===== config.mk =====
export PLATFORM = sky130hd
export DESIGN_NAME = axi_burst_write
export DESIGN_NICKNAME = d
export VERILOG_FILES = /design/src/hw/axi_pkg.sv /design/src/hw/cache_dma_pkg.sv /design/src/hw/axi_burst_write.sv
export SDC_FILE = /design/constraint.sdc
export NUM_CORES = 1
export LEC_CHECK = 0
export BUFFER_PORTS_ARGS = -buffer_cell sky130_fd_sc_hd__buf_2
export CORE_AREA = 4 4 104 106
export CTS_BUF_LIST = sky130_fd_sc_hd__clkbuf_4 sky130_fd_sc_hd__clkbuf_8
export DETAILED_ROUTE_END_ITERATION = 16
export DIE_AREA = 0 0 108 110
export PLACE_DENSITY_LB_ADDON = 0.05
export REMOVE_ABC_BUFFERS = 1
export SLEW_MARGIN = 10
export SYNTH_ARGS = -nofsm -noshare
export SYNTH_HDL_FRONTEND = slang
export SYNTH_SLANG_ARGS = --single-unit

===== constraint.sdc =====
create_clock -name clk_i -period 2.1 [get_ports clk_i]
set_clock_uncertainty 0.2 [all_clocks]
set_input_delay 0.42 -clock clk_i [delete_from_list [all_inputs] [get_ports clk_i]]
set_output_delay 0.42 -clock clk_i [all_outputs]
set_load 0.02 [all_outputs]

===== src/hw/axi_pkg.sv =====
/* AXI4 memory port types */
package axi_pkg;

   // Address and data widths of the memory port
   localparam int AXI_ADDR_W = 32;
   localparam int AXI_DATA_W = 64;

   // Wide enough for up to 16 cache ports
   localparam int AXI_ID_W = 4;

   // One byte address on AW or AR
   typedef logic [AXI_ADDR_W-1:0] axi_addr_t;

   // One full-width beat on W or R
   typedef logic [AXI_DATA_W-1:0] axi_data_t;

   // Carries the index of the requesting cache
   typedef logic [AXI_ID_W-1:0] axi_id_t;

endpackage


===== src/hw/cache_dma_pkg.sv =====
/* Cache DMA port types */
package cache_dma_pkg;

   // 32 B cache block, four 64-bit beats
   localparam int BLOCK_OFFSET_W = 5;

   // Block address as issued by the cache, still hashed
   typedef logic [axi_pkg::AXI_ADDR_W-1:0] dma_addr_t;

   // Packet opcode
   typedef enum logic
   {
      DMA_READ  = 1'b0,
      DMA_WRITE = 1'b1
   } dma_op_e;

endpackage


===== src/hw/axi_burst_write.sv =====
/* AXI4 write burst engine */
`timescale 1ns/1ps

module axi_burst_write
#(
   parameter int NUM_CACHE = 2,
   parameter int BURST_LEN = 4,
   localparam int SEL_W = (NUM_CACHE > 1) ? $clog2(NUM_CACHE) : 1,
   localparam int CNT_W = (BURST_LEN > 1) ? $clog2(BURST_LEN) : 1
)
(
   input  logic                                 clk_i,
   input  logic                                 rst_n_i,
   input  logic                                 req_v_i,
   input  cache_dma_pkg::dma_op_e               req_op_i,
   input  axi_pkg::axi_addr_t                   req_addr_i,
   input  logic [SEL_W-1:0]                     req_sel_i,
   input  axi_pkg::axi_data_t [NUM_CACHE-1:0]   dma_data_i,
   input  logic [NUM_CACHE-1:0]                 dma_data_v_i,
   output logic [NUM_CACHE-1:0]                 dma_data_yumi_o,
   output axi_pkg::axi_id_t                     awid_o,
   output axi_pkg::axi_addr_t                   awaddr_o,
   output logic                                 awvalid_o,
   input  logic                                 awready_i,
   output axi_pkg::axi_data_t                   wdata_o,
   output logic                                 wlast_o,
   output logic                                 wvalid_o,
   input  logic                                 wready_i,
   input  logic                                 bvalid_i,
   output logic                                 bready_o,
   output logic                                 done_o
);
   import cache_dma_pkg::*;
   import axi_pkg::*;

   typedef enum logic [1:0] {IDLE, ADDR, DATA, RESP} state_e;

   state_e           state_q;
   state_e           state_d;
   logic [CNT_W-1:0] beat_q;
   logic             w_fire;

   assign awid_o   = axi_id_t'(req_sel_i);
   assign awaddr_o = req_addr_i;
   assign wdata_o  = dma_data_i[req_sel_i];

   // AW goes out in the same cycle the request appears
   assign awvalid_o = (state_q == ADDR) ||
                      (state_q == IDLE && req_v_i && req_op_i == DMA_WRITE);
   assign wvalid_o  = (state_q == DATA) && dma_data_v_i[req_sel_i];
   assign wlast_o   = (state_q == DATA) && (beat_q == CNT_W'(BURST_LEN - 1));
   assign w_fire    = wvalid_o && wready_i;
   assign bready_o  = (state_q == RESP);
   assign done_o    = bready_o && bvalid_i;

   always_comb
   begin
      dma_data_yumi_o = '0;
      dma_data_yumi_o[req_sel_i] = w_fire;
   end

   always_comb
   begin
      state_d = state_q;
      case (state_q)
         IDLE:
            if (awvalid_o)
               state_d = awready_i ? DATA : ADDR;
         ADDR:
            if (awready_i)
               state_d = DATA;
         DATA:
            if (w_fire && wlast_o)
               state_d = RESP;
         RESP:
            if (bvalid_i)
               state_d = IDLE;
         default:
            state_d = IDLE;
      endcase
   end

   always_ff @(posedge clk_i or negedge rst_n_i)
   begin
      if (!rst_n_i)
      begin
         state_q <= IDLE;
         beat_q  <= '0;
      end
      else
      begin
         state_q <= state_d;
         if (w_fire)
            beat_q <= wlast_o ? '0 : beat_q + 1'b1;
      end
   end

endmodule


==> metrics.txt, run 1 <==
post-route cell area=2430 µm²; Critical Path RT=1480 ps; DRT Wirelength=10,400 µm; Fin. Hold Viols=0; VDD IR max=0.328 mV; Remaining Overflow, GRT=0; height of the die=110 µm; clock sinks=4; DR iter-0 viols=62; Hold Crit Class=reg2reg; largest area contributor in the netlist=mux2_2; Nets=502; status=finished clean; critical path type=in2out; Clock Path Buffers=2; I/O pins=277; Vias/cell=3.81; Seq/Total Area, Yosys=7.40%; GR Util met1=22.6%; CTS tree=built; Pleak=1.34 nW; share of layout cells above drive strength 1=89.5%; initial antenna violation count=1; die footprint=11,900 µm²; first-pass GRT wire length=13,100 µm; DR vias=1,745; Rows=36; Startpoint Class=primary input; fmax=0.487 GHz; Setup Viol. Count Final=0; worst slack at placement=32.3 ps; final worst slack=45.1 ps; combined area of the multi-input logic cells=952 µm²; most used cell, CP=buf_2; CP peak stage delay=410 ps; post-DR wirelength/cell=22.7 µm; Critical Path Sink Type=primary output; RePlAce Congestion=0.757; Seq. cell area=100 µm²; placed inst area=2370 µm²; DRT Pass-1 Iters=4; Final Critical Period=2050 ps; WP data arrival=1430 ps; critical path fanouts, max=36; Skew-Pair Late Insertion Delay=210 ps; H-tree levels=1; CTS Buf Count=3; fill count=1,099; Synth-to-Final Area Change=79.9%; synth top area cells=mux2_2 55%, buf_4 20%, dfrtp_1 7.4%; Power per Cell Area=519 nW/µm²; Routed Antenna Nets=0; diode count=0; GRT Max-Usage Layer=met1; initial core utilization=13.8%; post-synthesis cell area=1350 µm²; gr usage total=16.0%; final slew viol count=0; vias in the first global route=1,875; M2 GR Usage=19.1%; Final period util=97.9%; placed cell count=454; Yosys warnings=0; Yosys reg bits=4; RSZ-0062 raised after global routing=no; Cells after Synth=143; post-synth cell types=19; Slowest-stage cell, CP=mux2_2; placed wire-length estimate=9600 µm; post-synth top area share=54.9%; CTS root buf=clkbuf_8; die width=108 µm; I/O Buffers=209; Syn Area/Cell=9.46 µm²; crit-path cells=buf_2 -> buf_12 -> mux2_2 -> buf_2; grt met3 use=12.1%; number of max-cap violations=0; Core Area=9770 µm²; DRC errors left=0; Post-Layout Cell Count=458; pin count of the biggest net entering global routing=37; CTS clk-pin slew, worst paths=30 ps
-- repair_timing --
| item | 4_1_cts | 5_1_grt |
|---|---|---|
| setup endpoints to repair | 1 | 2 |
| hold endpoints to repair | 4 | 0 |
| hold buffers | 1 | 0 |
| resized for setup | 1 | 4 |
| setup buffers | 0 | 0 |
-- sequential cells by signal, indices dropped and copies added (netlist names) --
name / count
beat_q: 2
state_q: 2
-- worst max-delay path, delay by kind of cell --
kind / cells / cell delay, ps
muxes: 1 / 410
buffers and inverters: 3 / 590
-- metrics by stage --
stage | hold slack (ps) | util [%] | TNS (ps) | power (W)
final | 307 | 24.9 | 0 | 0.00126
after global placement | 35.8 | 24.2 | 0 | 0.00111
after floorplan | -75.6 | - | -43.2 | 0.000679
after CTS | 311 | 24.8 | 0 | 0.00128
after global routing | 338 | 24.9 | 0 | 0.00138
after detailed placement | 33.0 | 24.2 | 0 | 0.00111
-- logic make-up (layout without fill, tap and decap cells) --
kind of cell,count (synthesis),after routing,synth area share [%]
compound gates,4,4,2.13
fa+ha+maj,5,5,4.63
buf+inv,47,227,23.5
flops,4,4,7.40
mux,70,70,57.9
other cells,1,3,0.277
simple gates,12,12,4.16
-- cell type report --
class / instances / area share (%)
repair buffers: 220 / 47.6
well taps: 133 / 6.84
inverters: 4 / 0.617
clock buffers: 3 / 1.70
flip-flops and latches: 4 / 4.11
multi-input cells: 94 / 39.1
-- synth_stat cells --
cell and number:
mux2_2 66, buf_4 36, buf_2 5, ha_1 5, nand2_1 5, dfrtp_1 4, inv_1 4, mux2i_1 4
and2_1 2, buf_1 2, nor2_1 2, a311o_1 1, and3_1 1, conb_1 1, nand3_1 1, nor2b_1 1
o21a_1 1, o21ai_0 1, o22ai_1 1
-- path summary, 6_finish.rpt --
path / startpoint / endpoint / slack, ps / cells past startpoint
hold reg to reg: beat_q[1]$_DFFE_PN0N_ / beat_q[1]$_DFFE_PN0N_ / 310 / 1
max in group asynchronous: rst_n_i / state_q[0]$_DFFE_PN0P_ / 1230 / 2
setup / recovery: req_sel_i / wdata_o[19] / 50 / 4
setup reg to reg: state_q[1]$_DFFE_PN0P_ / state_q[1]$_DFFE_PN0P_ / 430 / 6
min in group asynchronous: rst_n_i / beat_q[0]$_DFFE_PN0N_ / 350 / 2
hold / removal: beat_q[1]$_DFFE_PN0N_ / beat_q[1]$_DFFE_PN0N_ / 310 / 1
-- cell usage in the layout, fill, tap and decap left out, types with 2 or more instances in the layout --
master	count
clkbuf_8	3
buf_2	208
nor2_1	2
dfrtp_1	4
nand2_1	5
conb_1	3
ha_1	4
mux2_2	66
mux2i_1	4
buf_4	9
inv_1	3
and2_1	2
buf_12	2
-- per-layer routing --
metal / routed length (µm) / up-vias
met5: 80 / -
met4: 14 / 4
met3: 1850 / 6
met2: 3530 / 172
met1: 4910 / 736
li1: - / 827
-- power breakdown --
part / internal (W) / switching (W)
logic: 0.000450 / 0.000500
registers: 0.000120 / 0.0000335
clock network: 0.000122 / 0.0000371
Power figures use the tool's default switching activity.
==> run 2, diff against run 1 <==
--- a/config.mk
+++ b/config.mk
@@ -6,10 +6,10 @@
 export NUM_CORES = 1
 export LEC_CHECK = 0
 export BUFFER_PORTS_ARGS = -buffer_cell sky130_fd_sc_hd__buf_2
-export CORE_AREA = 4 4 104 106
+export CORE_AREA = 4 4 106 108
 export CTS_BUF_LIST = sky130_fd_sc_hd__clkbuf_4 sky130_fd_sc_hd__clkbuf_8
 export DETAILED_ROUTE_END_ITERATION = 16
-export DIE_AREA = 0 0 108 110
+export DIE_AREA = 0 0 110 112
 export PLACE_DENSITY_LB_ADDON = 0.05
 export REMOVE_ABC_BUFFERS = 1
 export SLEW_MARGIN = 10
==> constraint.sdc (replaced) <==
create_clock -name clk_i -period 1.8 [get_ports clk_i]
set_clock_uncertainty 0.2 [all_clocks]
set_input_delay 0.36 -clock clk_i [delete_from_list [all_inputs] [get_ports clk_i]]
set_output_delay 0.36 -clock clk_i [all_outputs]
set_load 0.02 [all_outputs]
==> run 2 against run 1 <==
Net effect:
- the flow now finishes with violations (negative setup slack)
- final area rose by 4.9%
- setup slack worse by 54 ps
- non-clock buffer count up 5
- worst hold slack worse by 28 ps
- die area grew 3.7%
- via count is 0.74% higher
- cell count is 2.0% higher
- power increased by 28%
- critical endpoint is now dma_data_yumi_o[0]
- highest routed layer unchanged
==> metrics.txt, run 2 (synthesis results as in run 1) <==
status=complete, but fails checks; failing checks=negative setup slack; Skew-Pair Late Insertion Delay=210 ps; DRC errors left=0; CTS clk-pin slew, worst paths=30 ps; share of layout cells above drive strength 1=92.4%; CP peak stage delay=380 ps; Seq. cell area=101 µm²; Pleak=1.37 nW; Power per Cell Area=633 nW/µm²; Final TNS setup=-15.5 ps; Fin. Hold Viols=0; Setup Viol. Count Final=2; DR iter-0 viols=35; commonest cells after routing, fill and taps aside=204 x buf_2, 66 x mux2_2, 13 x buf_4; Critical Path RT=1240 ps; Remaining Overflow, GRT=0; Top delay family on crit path=flip-flops; fmax=0.553 GHz; vias in the first global route=1,822; final slew viol count=0; Post-Layout Cell Count=467; H-tree levels=1; post-DR wirelength/cell=18.5 µm; crit-path cells=inv_2 -> ha_4 -> nor2b_4 -> nand2_2 -> nor2_1 -> buf_4; gr usage total=12.6%; combined area of the multi-input logic cells=991 µm²; first-pass GRT wire length=11,400 µm; Core Area=10,200 µm²; final core utilization=25.0%; pin count of the biggest net entering global routing=15; RePlAce Congestion=0.778; DR vias=1,758; commonest non-fill, non-tap cell in the layout=buf_2; DRT Pass-1 Iters=4; Nets=507; critical path fanouts, max=3; RSZ-0062 raised after global routing=yes; placed wire-length estimate=7780 µm; CTS tree=built; CTS root buf=clkbuf_8; height of the die=112 µm; Critical Path Sink Type=primary output; final worst slack=-8.71 ps; critical path buffer and inverter count=2; Synth-to-Final Area Change=88.8%; DRT Wirelength=8630 µm; initial core utilization=13.2%; die width=110 µm; clock sinks=4; initial antenna violation count=2; Rows=37; Routed Antenna Nets=0; Hold Crit Class=in2async; placed cell count=457; Slowest-stage cell, CP=dfrtp_1; VDD IR max=0.362 mV; fill count=1,163; WP data arrival=1250 ps; number of max-cap violations=0; CTS Buf Count=3; Regs by FF count=beat_q x2, state_q x2; Clock Path Buffers=2; Final Critical Period=1810 ps; I/O Buffers=209; I/O pins=277; critical path type=reg2out; Final Power=0.00162 W; die footprint=12,300 µm²; Startpoint Class=flip-flop; Final period util=100%; Vias/cell=3.76
run 2: cell count changes in the layout (fill, tap and decap cells not counted), sizes merged:
cell,change
buf,+5
diode,+1
run 2: routing by layer:
| metal | part of all wire [%] | GRT usage (%) |
|---|---|---|
| met5 | 0.15 | 0 |
| met4 | 0.023 | 0.499 |
| met1 | 35 | 13.5 |
| met2 | 51 | 22.7 |
| met3 | 14 | 6.61 |
run 2: final cells by class:
| class | instances | share of cell area (%) |
|---|---|---|
| timing repair buffer | 225 | 48.3 |
| multi-input combinational | 94 | 38.8 |
| tap | 136 | 6.66 |
| sequential | 4 | 3.97 |
| clock buffer | 3 | 1.62 |
| inverter | 4 | 0.588 |
| antenna | 1 | 0.0980 |
run 2: worst reg2reg max path, delay by kind of cell (launching register included):
family | cells | cell delay [ps]
compound gates | 2 | 450
fa+ha+maj | 1 | 200
buf+inv | 2 | 210
flops | 1 | 380
mux | 1 | 190
run 2: per-stage QoR:
| stage | setup WS (ps) | instance area (µm²) | hold WS (ps) |
|---|---|---|---|
| 6_report | -8.71 | 2550 | 279 |
| 5_1_grt | -83.0 | 2550 | 306 |
| 4_1_cts | -43.0 | 2510 | 280 |
| 3_5_place_dp | -129 | 2360 | -24.2 |
| 3_3_place_gp | -115 | 2360 | -24.2 |
| 2_1_floorplan | -283 | 1060 | -136 |
run 2: worst paths after layout:
| path | to | from | cells after the start | slack, ps |
|---|---|---|---|---|
| setup / recovery | dma_data_yumi_o[0] | state_q[0]$_DFFE_PN0P_ | 6 | -9 |
| hold / removal | beat_q[0]$_DFFE_PN0N_ | rst_n_i | 2 | 280 |
| setup reg to reg | state_q[0]$_DFFE_PN0P_ | state_q[0]$_DFFE_PN0P_ | 6 | 90 |
| hold reg to reg | beat_q[1]$_DFFE_PN0N_ | beat_q[1]$_DFFE_PN0N_ | 1 | 310 |
| max in group asynchronous | state_q[1]$_DFFE_PN0P_ | rst_n_i | 2 | 980 |
| min in group clk_i | state_q[0]$_DFFE_PN0P_ | awready_i | 4 | 300 |
run 2: report_power, final:
part | leakage [nW] | switching, W | internal [W]
clock | 0.0216 | 0.0000424 | 0.000142
sequential | 0.0465 | 0.0000410 | 0.000143
combinational | 1.31 | 0.000602 | 0.000647
total | 1.37 | 0.000686 | 0.000931
run 2: repair_timing:
item,CTS,global route
endpoints found under the setup margin,68,29
resized for setup,19,7
setup buffers,0,4
cloned,1,0
endpoints found under the hold margin,4,0
hold buffers,1,0
pin swaps,3,4
