File: src/hw/axi_pkg.sv
/* AXI4 memory port types */
package axi_pkg;

   // Address and data widths of the memory port
   localparam int AXI_ADDR_W = 32;
   localparam int AXI_DATA_W = 64;

   // Wide enough for up to 16 cache ports
   localparam int AXI_ID_W = 4;

   // One byte address on AW or AR
   typedef logic [AXI_ADDR_W-1:0] axi_addr_t;

   // One full-width beat on W or R
   typedef logic [AXI_DATA_W-1:0] axi_data_t;

   // Carries the index of the requesting cache
   typedef logic [AXI_ID_W-1:0] axi_id_t;

endpackage

File: src/hw/cache_dma_pkg.sv
/* Cache DMA port types */
package cache_dma_pkg;

   // 32 B cache block, four 64-bit beats
   localparam int BLOCK_OFFSET_W = 5;

   // Block address as issued by the cache, still hashed
   typedef logic [axi_pkg::AXI_ADDR_W-1:0] dma_addr_t;

   // Packet opcode
   typedef enum logic
   {
      DMA_READ  = 1'b0,
      DMA_WRITE = 1'b1
   } dma_op_e;

endpackage

File: src/hw/axi_burst_read.sv
/* AXI4 read burst engine */
`timescale 1ns/1ps

module axi_burst_read
#(
   parameter int NUM_CACHE = 2,
   parameter int BURST_LEN = 4,
   localparam int SEL_W = (NUM_CACHE > 1) ? $clog2(NUM_CACHE) : 1,
   localparam int CNT_W = (BURST_LEN > 1) ? $clog2(BURST_LEN) : 1
)
(
   input  logic                    clk_i,
   input  logic                    rst_n_i,
   input  logic                    req_v_i,
   input  cache_dma_pkg::dma_op_e  req_op_i,
   input  axi_pkg::axi_addr_t      req_addr_i,
   input  logic [SEL_W-1:0]        req_sel_i,
   output axi_pkg::axi_id_t        arid_o,
   output axi_pkg::axi_addr_t      araddr_o,
   output logic                    arvalid_o,
   input  logic                    arready_i,
   input  axi_pkg::axi_data_t      rdata_i,
   input  logic                    rlast_i,
   input  logic                    rvalid_i,
   output logic                    rready_o,
   input  logic [NUM_CACHE-1:0]    dma_data_ready_i,
   output axi_pkg::axi_data_t      dma_data_o,
   output logic [NUM_CACHE-1:0]    dma_data_v_o,
   output logic                    done_o
);
   import cache_dma_pkg::*;
   import axi_pkg::*;

   typedef enum logic [1:0] {IDLE, ADDR, DATA} state_e;

   state_e           state_q;
   state_e           state_d;
   logic [CNT_W-1:0] beat_q;
   logic             r_fire;
   logic             last_beat;

   assign arid_o     = axi_id_t'(req_sel_i);
   assign araddr_o   = req_addr_i;
   assign dma_data_o = rdata_i;

   assign arvalid_o = (state_q == ADDR) ||
                      (state_q == IDLE && req_v_i && req_op_i == DMA_READ);

   // Requesting cache throttles R directly
   assign rready_o  = (state_q == DATA) && dma_data_ready_i[req_sel_i];
   assign r_fire    = rvalid_i && rready_o;
   // Beat count closes the burst even without rlast
   assign last_beat = rlast_i || (beat_q == CNT_W'(BURST_LEN - 1));
   assign done_o    = r_fire && last_beat;

   always_comb
   begin
      dma_data_v_o = '0;
      dma_data_v_o[req_sel_i] = (state_q == DATA) && rvalid_i;
   end

   always_comb
   begin
      state_d = state_q;
      case (state_q)
         IDLE:
            if (arvalid_o)
               state_d = arready_i ? DATA : ADDR;
         ADDR:
            if (arready_i)
               state_d = DATA;
         DATA:
            if (done_o)
               state_d = IDLE;
         default:
            state_d = IDLE;
      endcase
   end

   always_ff @(posedge clk_i or negedge rst_n_i)
   begin
      if (!rst_n_i)
      begin
         state_q <= IDLE;
         beat_q  <= '0;
      end
      else
      begin
         state_q <= state_d;
         if (r_fire)
            beat_q <= last_beat ? '0 : beat_q + 1'b1;
      end
   end

endmodule

File: config.mk
export PLATFORM = sky130hd
export DESIGN_NAME = axi_burst_read
export DESIGN_NICKNAME = d
export VERILOG_FILES = /design/src/hw/axi_pkg.sv /design/src/hw/cache_dma_pkg.sv /design/src/hw/axi_burst_read.sv
export SDC_FILE = /design/constraint.sdc
export NUM_CORES = 1
export LEC_CHECK = 0
export BUFFER_PORTS_ARGS = -buffer_cell sky130_fd_sc_hd__buf_2
export CAP_MARGIN = 30
export CORE_AREA = 2 2 82 84
export DETAILED_ROUTE_END_ITERATION = 8
export DIE_AREA = 0 0 84 86
export HOLD_SLACK_MARGIN = 0.05
export PLACE_DENSITY_LB_ADDON = 0.05
export SLEW_MARGIN = 25
export SYNTH_ARGS = -nofsm -noshare
export SYNTH_HDL_FRONTEND = slang
export SYNTH_SLANG_ARGS = --single-unit
export TNS_END_PERCENT = 5
File: constraint.sdc
create_clock -name clk_i -period 1.5 [get_ports clk_i]
set_input_delay 0.225 -clock clk_i [delete_from_list [all_inputs] [get_ports clk_i]]
set_output_delay 0.225 -clock clk_i [all_outputs]
set_load 0.02 [all_outputs]
==> summary.md, run 1 <==
| Metric | Value |
|---|---|
| Outcome | complete, no violations |
| Hold Crit Start | arready_i |
| Number of distinct library cells after synthesis | 19 |
| Required @ worst endpoint | ~1.3 ns |
| Metal2 WL | 637 um |
| Tot GR Track Use | 3.86% |
| Sink Count | 4 |
| CP cell instances | ha_1 > o21a_1 > buf_2 |
| HP Class | in -> reg |
| Crit-path slowest cell | dfrtp_1 |
| WL per Instance | 12.4 um |
| DRC violation count after routing | 0 |
| H-tree depth | 1 |
| Vias per cell | 2.98 |
| Top Layer Used | met4 |
| Setup CP Type | reg -> out |
| Mapped Avg Cell Area | 7.98 um^2 |
| Netlist Area Pre-Place | 1010 um^2 |
| Critical R2R Launch | state_q[0]$_DFFE_PN0P_ |
| Root buffer cell | clkbuf_8 |
| Core area | around 6300 um^2 |
| Grt total ovfl | 0 |
| Final setup TNS | 0 ns |
| Detailed-routing wirelength on met1 | 481 um |
| Setup crit start kind | flip-flop |
| Diodes inserted | 0 |
| Die width | 84 um |
| Setup Skew | 0.000333 ns |
| Worst setup EP type | primary output |
| Worst Hold Path EP | state_q[0]$_DFFE_PN0P_ |
| Hold Path Depth | 2 |
| Gpl congestion | 0.615 |
| R2R cell count | 4 |
| Hpwl dp | 1.35 mm |
| Max incr delay on CP | around 0.38 ns |
| Nets | roughly 160 |
| Maxcap violations | 0 |
| Vias in the first global route | 403 |
| WP data arrival | between 1 and 1.5 ns |
| Worst-path clk slew | 0.03 ns |
| Leak | 0.236 nW |
| Fin Hold WS | about 0.19 ns |
| Clock buffer depth | 2 |
| DR pass1 iterations | 2 |
| Total number of vias | 372 |
| Cell Rows | 29 |
| FF-to-FF setup slack | 0.29 ns |
| Setup Viol. Count Final | 0 |
| Die H | approximately 86 um |
| CTS buffer count | 3 |
| Fmax | 719 MHz |
| Final WL | 1.56 mm |
| # IOs | 211 |
| CTS tree | yes |
| YS warnings | 0 |
| First-pass GRT wire length | 2.17 mm |
| Pin count of the biggest net entering global routing | 5 |
| Antenna-violating nets left | 0 |
| Final cycle utilization of the critical path | 92.7% |
| Peak VDD IR | about 0.18 mV |
| Commonest cells after routing, fill and taps aside | buf_2 (15), nor2_1 (4), dfrtp_1 (4) |
| Reg2Reg Capture Point | beat_q[0]$_DFFE_PN0P_ |
| DR iter-0 viols | 2 |
| RSZ-0062 raised after global routing | false |
| Seq cells post-synth | 4 |
| Final Hold Vio Count | 0 |
| DIE AREA | between 7000 and 8000 um^2 |
| Count of pins over their slew limit | 0 |
| P&R area growth vs syn | -49.6% |
| Commonest non-fill, non-tap cell in the layout | buf_2 |
| Layout cells sized above 1 | 50.0% |
| Synth Instances | about 130 |
| Clk_lat worst skew | 0.21 ns |
| Final min period | 1.39 ns |
| Initial antenna violation count | 0 |
| Sequential area share after synthesis | 9.95% |
| Critical path peak fanout | 4 |
| Starting Density | 16.0% |
| Buffers added on ports | 15 |
| P per Cell Area | 1300 nW/um^2 |
| WL met3 | 366 um |
critical path: cells and delay by family, from the launching register on:
kind                       cells  cell delay, ns
adders and majority gates      1            0.24
DFF                            1            0.38
buffers and inverters          1            0.15
AOI/OAI and AO/OA              1            0.18
cell families (layout without fill, tap and decap cells):
| logic type | count (synthesis) | count (layout) | synth area share, % |
|---|---|---|---|
| DFF | 4 | 4 | 9.95 |
| muxes | 3 | 3 | 4.35 |
| AOI/OAI and AO/OA | 4 | 4 | 2.61 |
| adders and majority gates | 1 | 1 | 1.24 |
| other | 1 | 3 | 0.373 |
| buffers and inverters | 102 | 22 | 75.4 |
| and+or+nand+nor | 11 | 11 | 6.09 |
registers in the layout, indices dropped and copies added, names as in the netlist:
| name | flops |
|---|---|
| beat_q | 2 |
| state_q | 2 |
routing by layer:
layer  up-vias  global-route usage [%]
li1        129                       -
met1       171                    3.39
met2        44                    4.73
met3        28                    3.46
met4         0                    4.69
met5         -                       0
what timing repair did:
action | 4_1_cts | 5_1_grt
setup buffers | 1 | 0
endpoints found under the hold margin | 4 | 0
endpoints found under the setup margin | 1 | 1
hold buffers | 1 | 0
resized for setup | 1 | 1
pin swaps | 1 | 0
power by group:
group / switching (W) / internal [W]
clock network: 0.0000532 / 0.000171
logic: 0.000128 / 0.000123
registers: 0.0000358 / 0.000150
total: 0.000216 / 0.000444
cell usage after synthesis (all sizes together):
cell type  number  area [um^2]
buf           100          751
nor2            5         21.3
dfrtp           4          100
inv             2         7.51
mux2            2         30.0
a21oi           1         5.00
conb            1         3.75
ha              1         12.5
mux2i           1         13.8
nand2           1         3.75
nand2b          1         6.26
nand3b          1         11.3
nor2b           1         6.26
nor3            1         5.00
nor3b           1         7.51
o21a            1         7.51
o21ai           1         5.00
o2bb2ai         1         8.76
worst max-delay path by stage:
| stage | startpoint | slack (ns) | to |
|---|---|---|---|
| floorplan | state_q[0]$_DFFE_PN0P_ | 0.27 | done_o |
| global placement | state_q[0]$_DFFE_PN0P_ | 0.13 | done_o |
| detailed placement | state_q[0]$_DFFE_PN0P_ | 0.11 | done_o |
| CTS | state_q[0]$_DFFE_PN0P_ | 0.003 | done_o |
| global route | beat_q[0]$_DFFE_PN0P_ | 0.04 | done_o |
| finish | beat_q[0]$_DFFE_PN0P_ | 0.11 | done_o |
per-stage QoR:
| stage | setup WS [ns] | util [%] | power, W | cell area, um^2 | std cells |
|---|---|---|---|---|---|
| 2_1_floorplan | 0.271 | - | 0.000727 | 1010 | 128 |
| 3_3_place_gp | 0.127 | 6.92 | 0.000438 | 434 | 120 |
| 3_5_place_dp | 0.105 | 6.92 | 0.000422 | 434 | 120 |
| 4_1_cts | 0.00310 | 7.93 | 0.000670 | 498 | 125 |
| 5_1_grt | 0.0428 | 8.07 | 0.000710 | 507 | 125 |
| 6_report | 0.109 | 8.07 | 0.000661 | 507 | 125 |
cell type report:
cell class | instances | area [um^2]
fill | 737 | 5770
multi-input combinational | 22 | 169
sequential | 4 | 100
tap | 77 | 96.3
timing repair buffer | 17 | 92.6
clock buffer | 3 | 41.3
inverter | 2 | 7.51
No activity file was read; power rests on OpenSTA's default activity.
==> inputs of run 2 (changes only) <==
Settings changed: SKIP_CTS_REPAIR_TIMING set to 1.
Clock period 1.5 ns to 1.36 ns, I/O delays scaled along.
==> summary.md, run 2 (synthesized netlist as in run 1, its figures left out) <==
| Metric | Value |
|---|---|
| Outcome | complete, no violations (unchanged) |
| H-tree depth | 1 (unchanged) |
| Fin area | 558 um^2 (was 507 um^2) |
| Worst setup EP type | primary output (unchanged) |
| Starting Density | 16.0% (unchanged) |
| Diodes inserted | 0 (unchanged) |
| WL per Instance | 12.7 um (was 12.4 um) |
| P per Cell Area | 1440 nW/um^2 (was 1300 nW/um^2) |
| # IOs | 211 (unchanged) |
| Register Area | 100 um^2 (unchanged) |
| DR iter-0 viols | 8 (was 2) |
| Final setup TNS | 0 ns (unchanged) |
| RSZ-0062 raised after global routing | true (was false) |
| Worst-path clk slew | 0.03 ns (about the same) |
| Maxcap violations | 0 (unchanged) |
| Setup Skew | 0.00376 ns (was 0.000333 ns) |
| Vias in the first global route | 404 (was 403) |
| Final setup margin | 0.0370 ns (was 0.109 ns) |
| Commonest non-fill, non-tap cell in the layout | buf_2 (unchanged) |
| CTS tree | yes (unchanged) |
| Grt total ovfl | 0 (unchanged) |
| Fmax | 756 MHz |
| Final Hold Vio Count | 0 (unchanged) |
| Cell Rows | 29 (unchanged) |
| P&R area growth vs syn | -44.5% (was -49.6%) |
| Hpwl dp | 1.39 mm (was 1.35 mm) |
| Setup crit start kind | flip-flop (unchanged) |
| Die width | 84 um (unchanged) |
| Pin count of the biggest net entering global routing | 5 (unchanged) |
| WP data arrival | 1.12 ns (was 1.17 ns) |
| Core area | 6280 um^2 (unchanged) |
| Count of pins over their slew limit | 0 (unchanged) |
| Root buffer cell | clkbuf_8 (unchanged) |
| Vias per cell | 3.02 (was 2.98) |
| HP Class | in -> reg (unchanged) |
| Top Registers | beat_q: 2 flops, state_q: 2 flops (unchanged) |
| Dpl cells | 123 (was 120) |
| Total number of vias | 386 (was 372) |
| Leak | 0.249 nW (was 0.236 nW) |
| Commonest cells after routing, fill and taps aside | buf_2 (12), buf_4 (6), dfrtp_1 (4) (was buf_2 (15), nor2_1 (4), dfrtp_1 (4)) |
| Die H | 86 um (unchanged) |
| Final cycle utilization of the critical path | 97.3% |
| Final min period | 1.32 ns |
| Sink Count | 4 (unchanged) |
| Setup CP Type | reg -> out (unchanged) |
| Setup Viol. Count Final | 0 (unchanged) |
| Required @ worst endpoint | 1.16 ns (was 1.27 ns) |
| Pre-CTS WS | 0.0509 ns (was 0.105 ns) |
| Gpl congestion | 0.598 (was 0.615) |
| Post-DP Area | 457 um^2 (was 434 um^2) |
| Initial antenna violation count | 0 (unchanged) |
| DR pass1 iterations | 3 (was 2) |
| Peak VDD IR | 0.271 mV (was 0.183 mV) |
| Final WL | 1.62 mm (was 1.56 mm) |
| CTS buffer count | 3 (unchanged) |
| Buffers added on ports | 15 (unchanged) |
| Critical path peak fanout | 4 (unchanged) |
| Antenna-violating nets left | 0 (unchanged) |
| First-pass GRT wire length | 2.22 mm (was 2.17 mm) |
| DRC violation count after routing | 0 (unchanged) |
| DIE AREA | 7220 um^2 (unchanged) |
| Nets | 160 (was 157) |
| Area occupied by multi-input gates | 186 um^2 (was 169 um^2) |
| Tot GR Track Use | 4.16% (was 3.86%) |
| Clk_lat worst skew | 0.22 ns (was 0.21 ns) |
| # fillers | 731 (was 737) |
| Layout cells sized above 1 | 58.8% (was 50.0%) |
| Finished Layout Cells | 128 (was 125) |
| Clock buffer depth | 2 (unchanged) |
## run 2: cell count changes in the layout (fill, tap and decap cells not counted), sizes merged
cell | previous run | this run
buf | 16 | 19
## run 2: power by group
part	internal (W)	total, W	switching [W]
sequential	0.000166	0.000219	0.0000534
clock	0.000189	0.000251	0.0000626
combinational	0.000180	0.000332	0.000151
## run 2: path summary, 6_finish.rpt
path	startpoint	endpoint	slack, ns	cells after the start
worst max-delay path	beat_q[0]$_DFFE_PN0P_	done_o	0.04	3
worst min-delay path	arready_i	state_q[0]$_DFFE_PN0P_	0.17	2
worst max register to register	state_q[0]$_DFFE_PN0P_	beat_q[0]$_DFFE_PN0P_	0.18	4
worst min register to register	state_q[0]$_DFFE_PN0P_	state_q[1]$_DFFE_PN0P_	0.57	3
max in group asynchronous	rst_n_i	beat_q[0]$_DFFE_PN0P_	0.90	2
min in group asynchronous	rst_n_i	beat_q[1]$_DFFE_PN0P_	0.33	2
## run 2: area by class of cell
| class | instances | share of cell area (%) |
|---|---|---|
| multi-input cells | 22 | 33.4 |
| repair buffers | 20 | 22.6 |
| flip-flops and latches | 4 | 17.9 |
| well taps | 77 | 17.3 |
| clock buffers | 3 | 7.40 |
| inverters | 2 | 1.35 |
## run 2: metal layers
layer  GRT usage, %  wire length, um  up-vias
li1               -                -      137
met1           3.57              505      167
met2           5.02              635       49
met3           3.66              374       33
met4           5.57              106        0
met5              0                0        -
## run 2: stage by stage
stage	util, %	hold WS, ns	total power (W)
after global placement	7.28	0.0228	0.000501
after global routing	8.89	0.178	0.000856
after detailed placement	7.28	0.0268	0.000487
after floorplan	-	-0.0916	0.000802
final	8.89	0.173	0.000802
after CTS	7.93	-0.207	0.000746
## run 2: worst max-delay path: stages (launching register included)
cell     delay [ns]
dfrtp_1        0.41
ha_4           0.19
o21a_1         0.17
buf_6          0.13
==> inputs of run 3 (changes only) <==
Settings changed: ABC_AREA set to 1, CORE_AREA 2 2 82 84 to 2 2 83 85, DIE_AREA 0 0 84 86 to 0 0 85 87, MAX_ROUTING_LAYER set to met4.
==> summary.md, run 3 <==
| Metric | Value |
|---|---|
| CTS buffer count | 3 (unchanged) |
| Delay-heaviest family, CP | flip-flops (unchanged) |
| DR pass1 iterations | 3 (unchanged) |
| # fillers | 769 (was 731) |
| Layout cells sized above 1 | 53.0% (was 58.8%) |
| Worst Path Buf+Inv | 3 (was 1) |
| Hpwl dp | 1.46 mm (was 1.39 mm) |
| Worst setup EP type | primary output (unchanged) |
| Area occupied by multi-input gates | 175 um^2 (was 186 um^2) |
| Final min period | 1.36 ns (was 1.32 ns) |
| Diodes inserted | 0 (unchanged) |
| Die H | 87 um (was 86 um) |
| Commonest non-fill, non-tap cell in the layout | buf_2 (unchanged) |
| WL per Instance | 12.0 um (was 12.7 um) |
| CP dominant cell by count | inv_2 |
| RSZ-0062 raised after global routing | true (unchanged) |
| Tot GR Track Use | 4.23% (was 4.16%) |
| Fmax | 734 MHz (was 756 MHz) |
| Die width | 85 um (was 84 um) |
| Register Area | 100 um^2 (unchanged) |
| Critical path peak fanout | 3 (was 4) |
| Fin area | 601 um^2 (was 558 um^2) |
| Final cycle utilization of the critical path | 100% (was 97.3%) |
| Total power | 0.000846 W (was 0.000802 W) |
| H-tree depth | 1 (unchanged) |
| HP Class | in -> reg (unchanged) |
| Ys async rst share | 100% (unchanged) |
| Count of pins over their slew limit | 0 (unchanged) |
| Post-DP Area | 469 um^2 (was 457 um^2) |
| Vias per cell | 3.08 (was 3.02) |
| CP cell instances | inv_2 > nor2_4 > inv_2 > a21oi_4 > buf_6 (was ha_4 > o21a_1 > buf_6) |
| P&R area growth vs syn | -42.1% (was -44.5%) |
| Clock buffer depth | 2 (unchanged) |
| Core area | 6570 um^2 (was 6280 um^2) |
| Top Registers | beat_q: 2 flops, state_q: 2 flops (unchanged) |
| Setup CP Type | reg -> out (unchanged) |
| Setup crit start kind | flip-flop (unchanged) |
| Final WL | 1.75 mm (was 1.62 mm) |
| Ys flop type | dfrtp_1 (unchanged) |
| Final setup margin | -0.00176 ns (was 0.0370 ns) |
| DR iter-0 viols | 2 (was 8) |
| Grt total ovfl | 0 (unchanged) |
| Netlist Area Pre-Place | 1040 um^2 (was 1010 um^2) |
| R2R cell count | 8 (was 4) |
| Worst-path clk slew | 0.03 ns (about the same) |
| Buffers added on ports | 15 (unchanged) |
| DIE AREA | 7400 um^2 (was 7220 um^2) |
| Sink Count | 4 (unchanged) |
| Root buffer cell | clkbuf_8 (unchanged) |
| Total number of vias | 450 (was 386) |
| Synth top area share | 72.4% (was 74.6%) |
| Vias in the first global route | 432 (was 404) |
| WP data arrival | 1.16 ns (was 1.12 ns) |
| # IOs | 211 (unchanged) |
| Setup Viol. Count Final | 1 (was 0) |
| Clk_lat worst skew | 0.21 ns (was 0.22 ns) |
| Outcome | finished with violations (was complete, no violations) |
| Starting Density | 15.8% (was 16.0%) |
| Maxcap violations | 0 (unchanged) |
| Peak VDD IR | 0.202 mV (was 0.271 mV) |
| Number of distinct library cells after synthesis | 19 (unchanged) |
| Gpl congestion | 0.605 (was 0.598) |
| Leak | 0.280 nW (was 0.249 nW) |
| Reg2Reg Capture Point | beat_q[0]$_DFFE_PN0P_ (unchanged) |
| Crit-path slowest cell | dfrtp_1 (unchanged) |
| Failing checks | setup timing |
| Most common cell in the netlist | buf_4 (unchanged) |
| Setup Skew | 0.00212 ns (was 0.00376 ns) |
| Max incr delay on CP | 0.38 ns (was 0.41 ns) |
| Synth Instances | 139 (was 126) |
| Area leader, netlist | buf_4 (unchanged) |
| Hold Path Depth | 2 (unchanged) |
| Required @ worst endpoint | 1.16 ns (about the same) |
| Critical R2R Launch | state_q[1]$_DFFE_PN0P_ (was state_q[0]$_DFFE_PN0P_) |
| Top post-synthesis cells by area | buf_4 (72%), dfrtp_1 (9.7%), nand2_1 (2.9%) (was buf_4 (75%), dfrtp_1 (10%), mux2_4 (3.0%)) |
| Nets | 175 (was 160) |
| FF-to-FF setup slack | 0.12 ns (was 0.18 ns) |
| Initial antenna violation count | 0 (unchanged) |
| CTS tree | yes (unchanged) |
| DRC violation count after routing | 0 (unchanged) |
| Cell Rows | 30 (was 29) |
| Final Hold Vio Count | 0 (unchanged) |
| Pin count of the biggest net entering global routing | 5 (unchanged) |
| EDFF count, synth | 0 (unchanged) |
| Antenna-violating nets left | 0 (unchanged) |
| Worst Hold Path EP | state_q[0]$_DFFE_PN0P_ (unchanged) |
| First-pass GRT wire length | 2.30 mm (was 2.22 mm) |
| Commonest cells in the netlist | buf_4 (100), nand2_1 (8), inv_1 (7) (was buf_4 (100), dfrtp_1 (4), nor2_1 (4)) |
| YS warnings | 0 (unchanged) |
| Mapped Avg Cell Area | 7.46 um^2 (was 7.98 um^2) |
| P per Cell Area | 1410 nW/um^2 (was 1440 nW/um^2) |
| Seq cells post-synth | 4 (unchanged) |
| Commonest cells after routing, fill and taps aside | buf_2 (10), buf_4 (9), nand2_1 (7) (was buf_2 (12), buf_4 (6), dfrtp_1 (4)) |
| Hold Crit Start | arready_i (unchanged) |
| Sequential area share after synthesis | 9.65% (was 9.95%) |
## run 3: kinds of logic after synthesis
| kind of cell | after synthesis | synth area share (%) |
|---|---|---|
| flops | 4 | 9.65 |
| other cells | 1 | 0.362 |
| compound gates | 8 | 5.43 |
| buf+inv | 109 | 75.6 |
| fa+ha+maj | 1 | 1.21 |
| simple gates | 16 | 7.72 |
## run 3: cell type report
| class | instances | share of cell area (%) |
|---|---|---|
| Timing Repair Buffer | 22 | 25.0 |
| Multi-Input combinational cell | 28 | 29.2 |
| Sequential cell | 4 | 16.7 |
| Tap cell | 80 | 16.7 |
| Inverter | 9 | 5.63 |
| Clock buffer | 3 | 6.87 |
## run 3: worst reg2reg max path, stage by stage (launching register included)
cell	delay, ns
dfrtp_1	0.38
inv_2	0.07
nor2_4	0.14
inv_2	0.08
a21oi_4	0.14
buf_4	0.13
nand2_2	0.06
nand2_1	0.06
o21ai_1	0.06
## run 3: routing by layer
layer  global-route usage (%)  vias up  routed length (um)
met1                     3.57      169                 519
li1                         -      178                   -
met3                     4.17       44                 414
met4                     6.78        0                 242
met5                        -        -                   0
met2                     3.84       59                 574
## run 3: worst max-delay path by stage
stage          cells past startpoint  slack (ns)                   start                      to
5_1_grt                            5       -0.08  state_q[1]$_DFFE_PN0P_         dma_data_v_o[0]
3_3_place_gp                       6        0.13   beat_q[0]$_DFFE_PN0P_  state_q[1]$_DFFE_PN0P_
2_1_floorplan                      4        0.11  state_q[1]$_DFFE_PN0P_         dma_data_v_o[0]
4_1_cts                            6       -0.09   beat_q[0]$_DFFE_PN0P_                  done_o
3_5_place_dp                       6        0.14   beat_q[0]$_DFFE_PN0P_                  done_o
6_report                           5      -0.002  state_q[1]$_DFFE_PN0P_                rready_o
## run 3: report_power, final
part / internal, W / switching [W] / total, W
Sequential: 0.000159 / 0.0000315 / 0.000191
Combinational: 0.000196 / 0.000215 / 0.000411
Clock: 0.000188 / 0.0000564 / 0.000245
## run 3: metrics by stage
stage                     TNS (ns)  hold slack, ns  std cells  worst slack [ns]  utilization, %
after floorplan                  0         -0.0916        141             0.111               -
after global placement           0          0.0253        136             0.128            7.14
after detailed placement         0          0.0176        136             0.140            7.14
after CTS                   -0.275          -0.212        139           -0.0886            7.77
after global routing        -0.277           0.186        146           -0.0793            9.14
final                     -0.00176           0.186        146          -0.00176            9.14
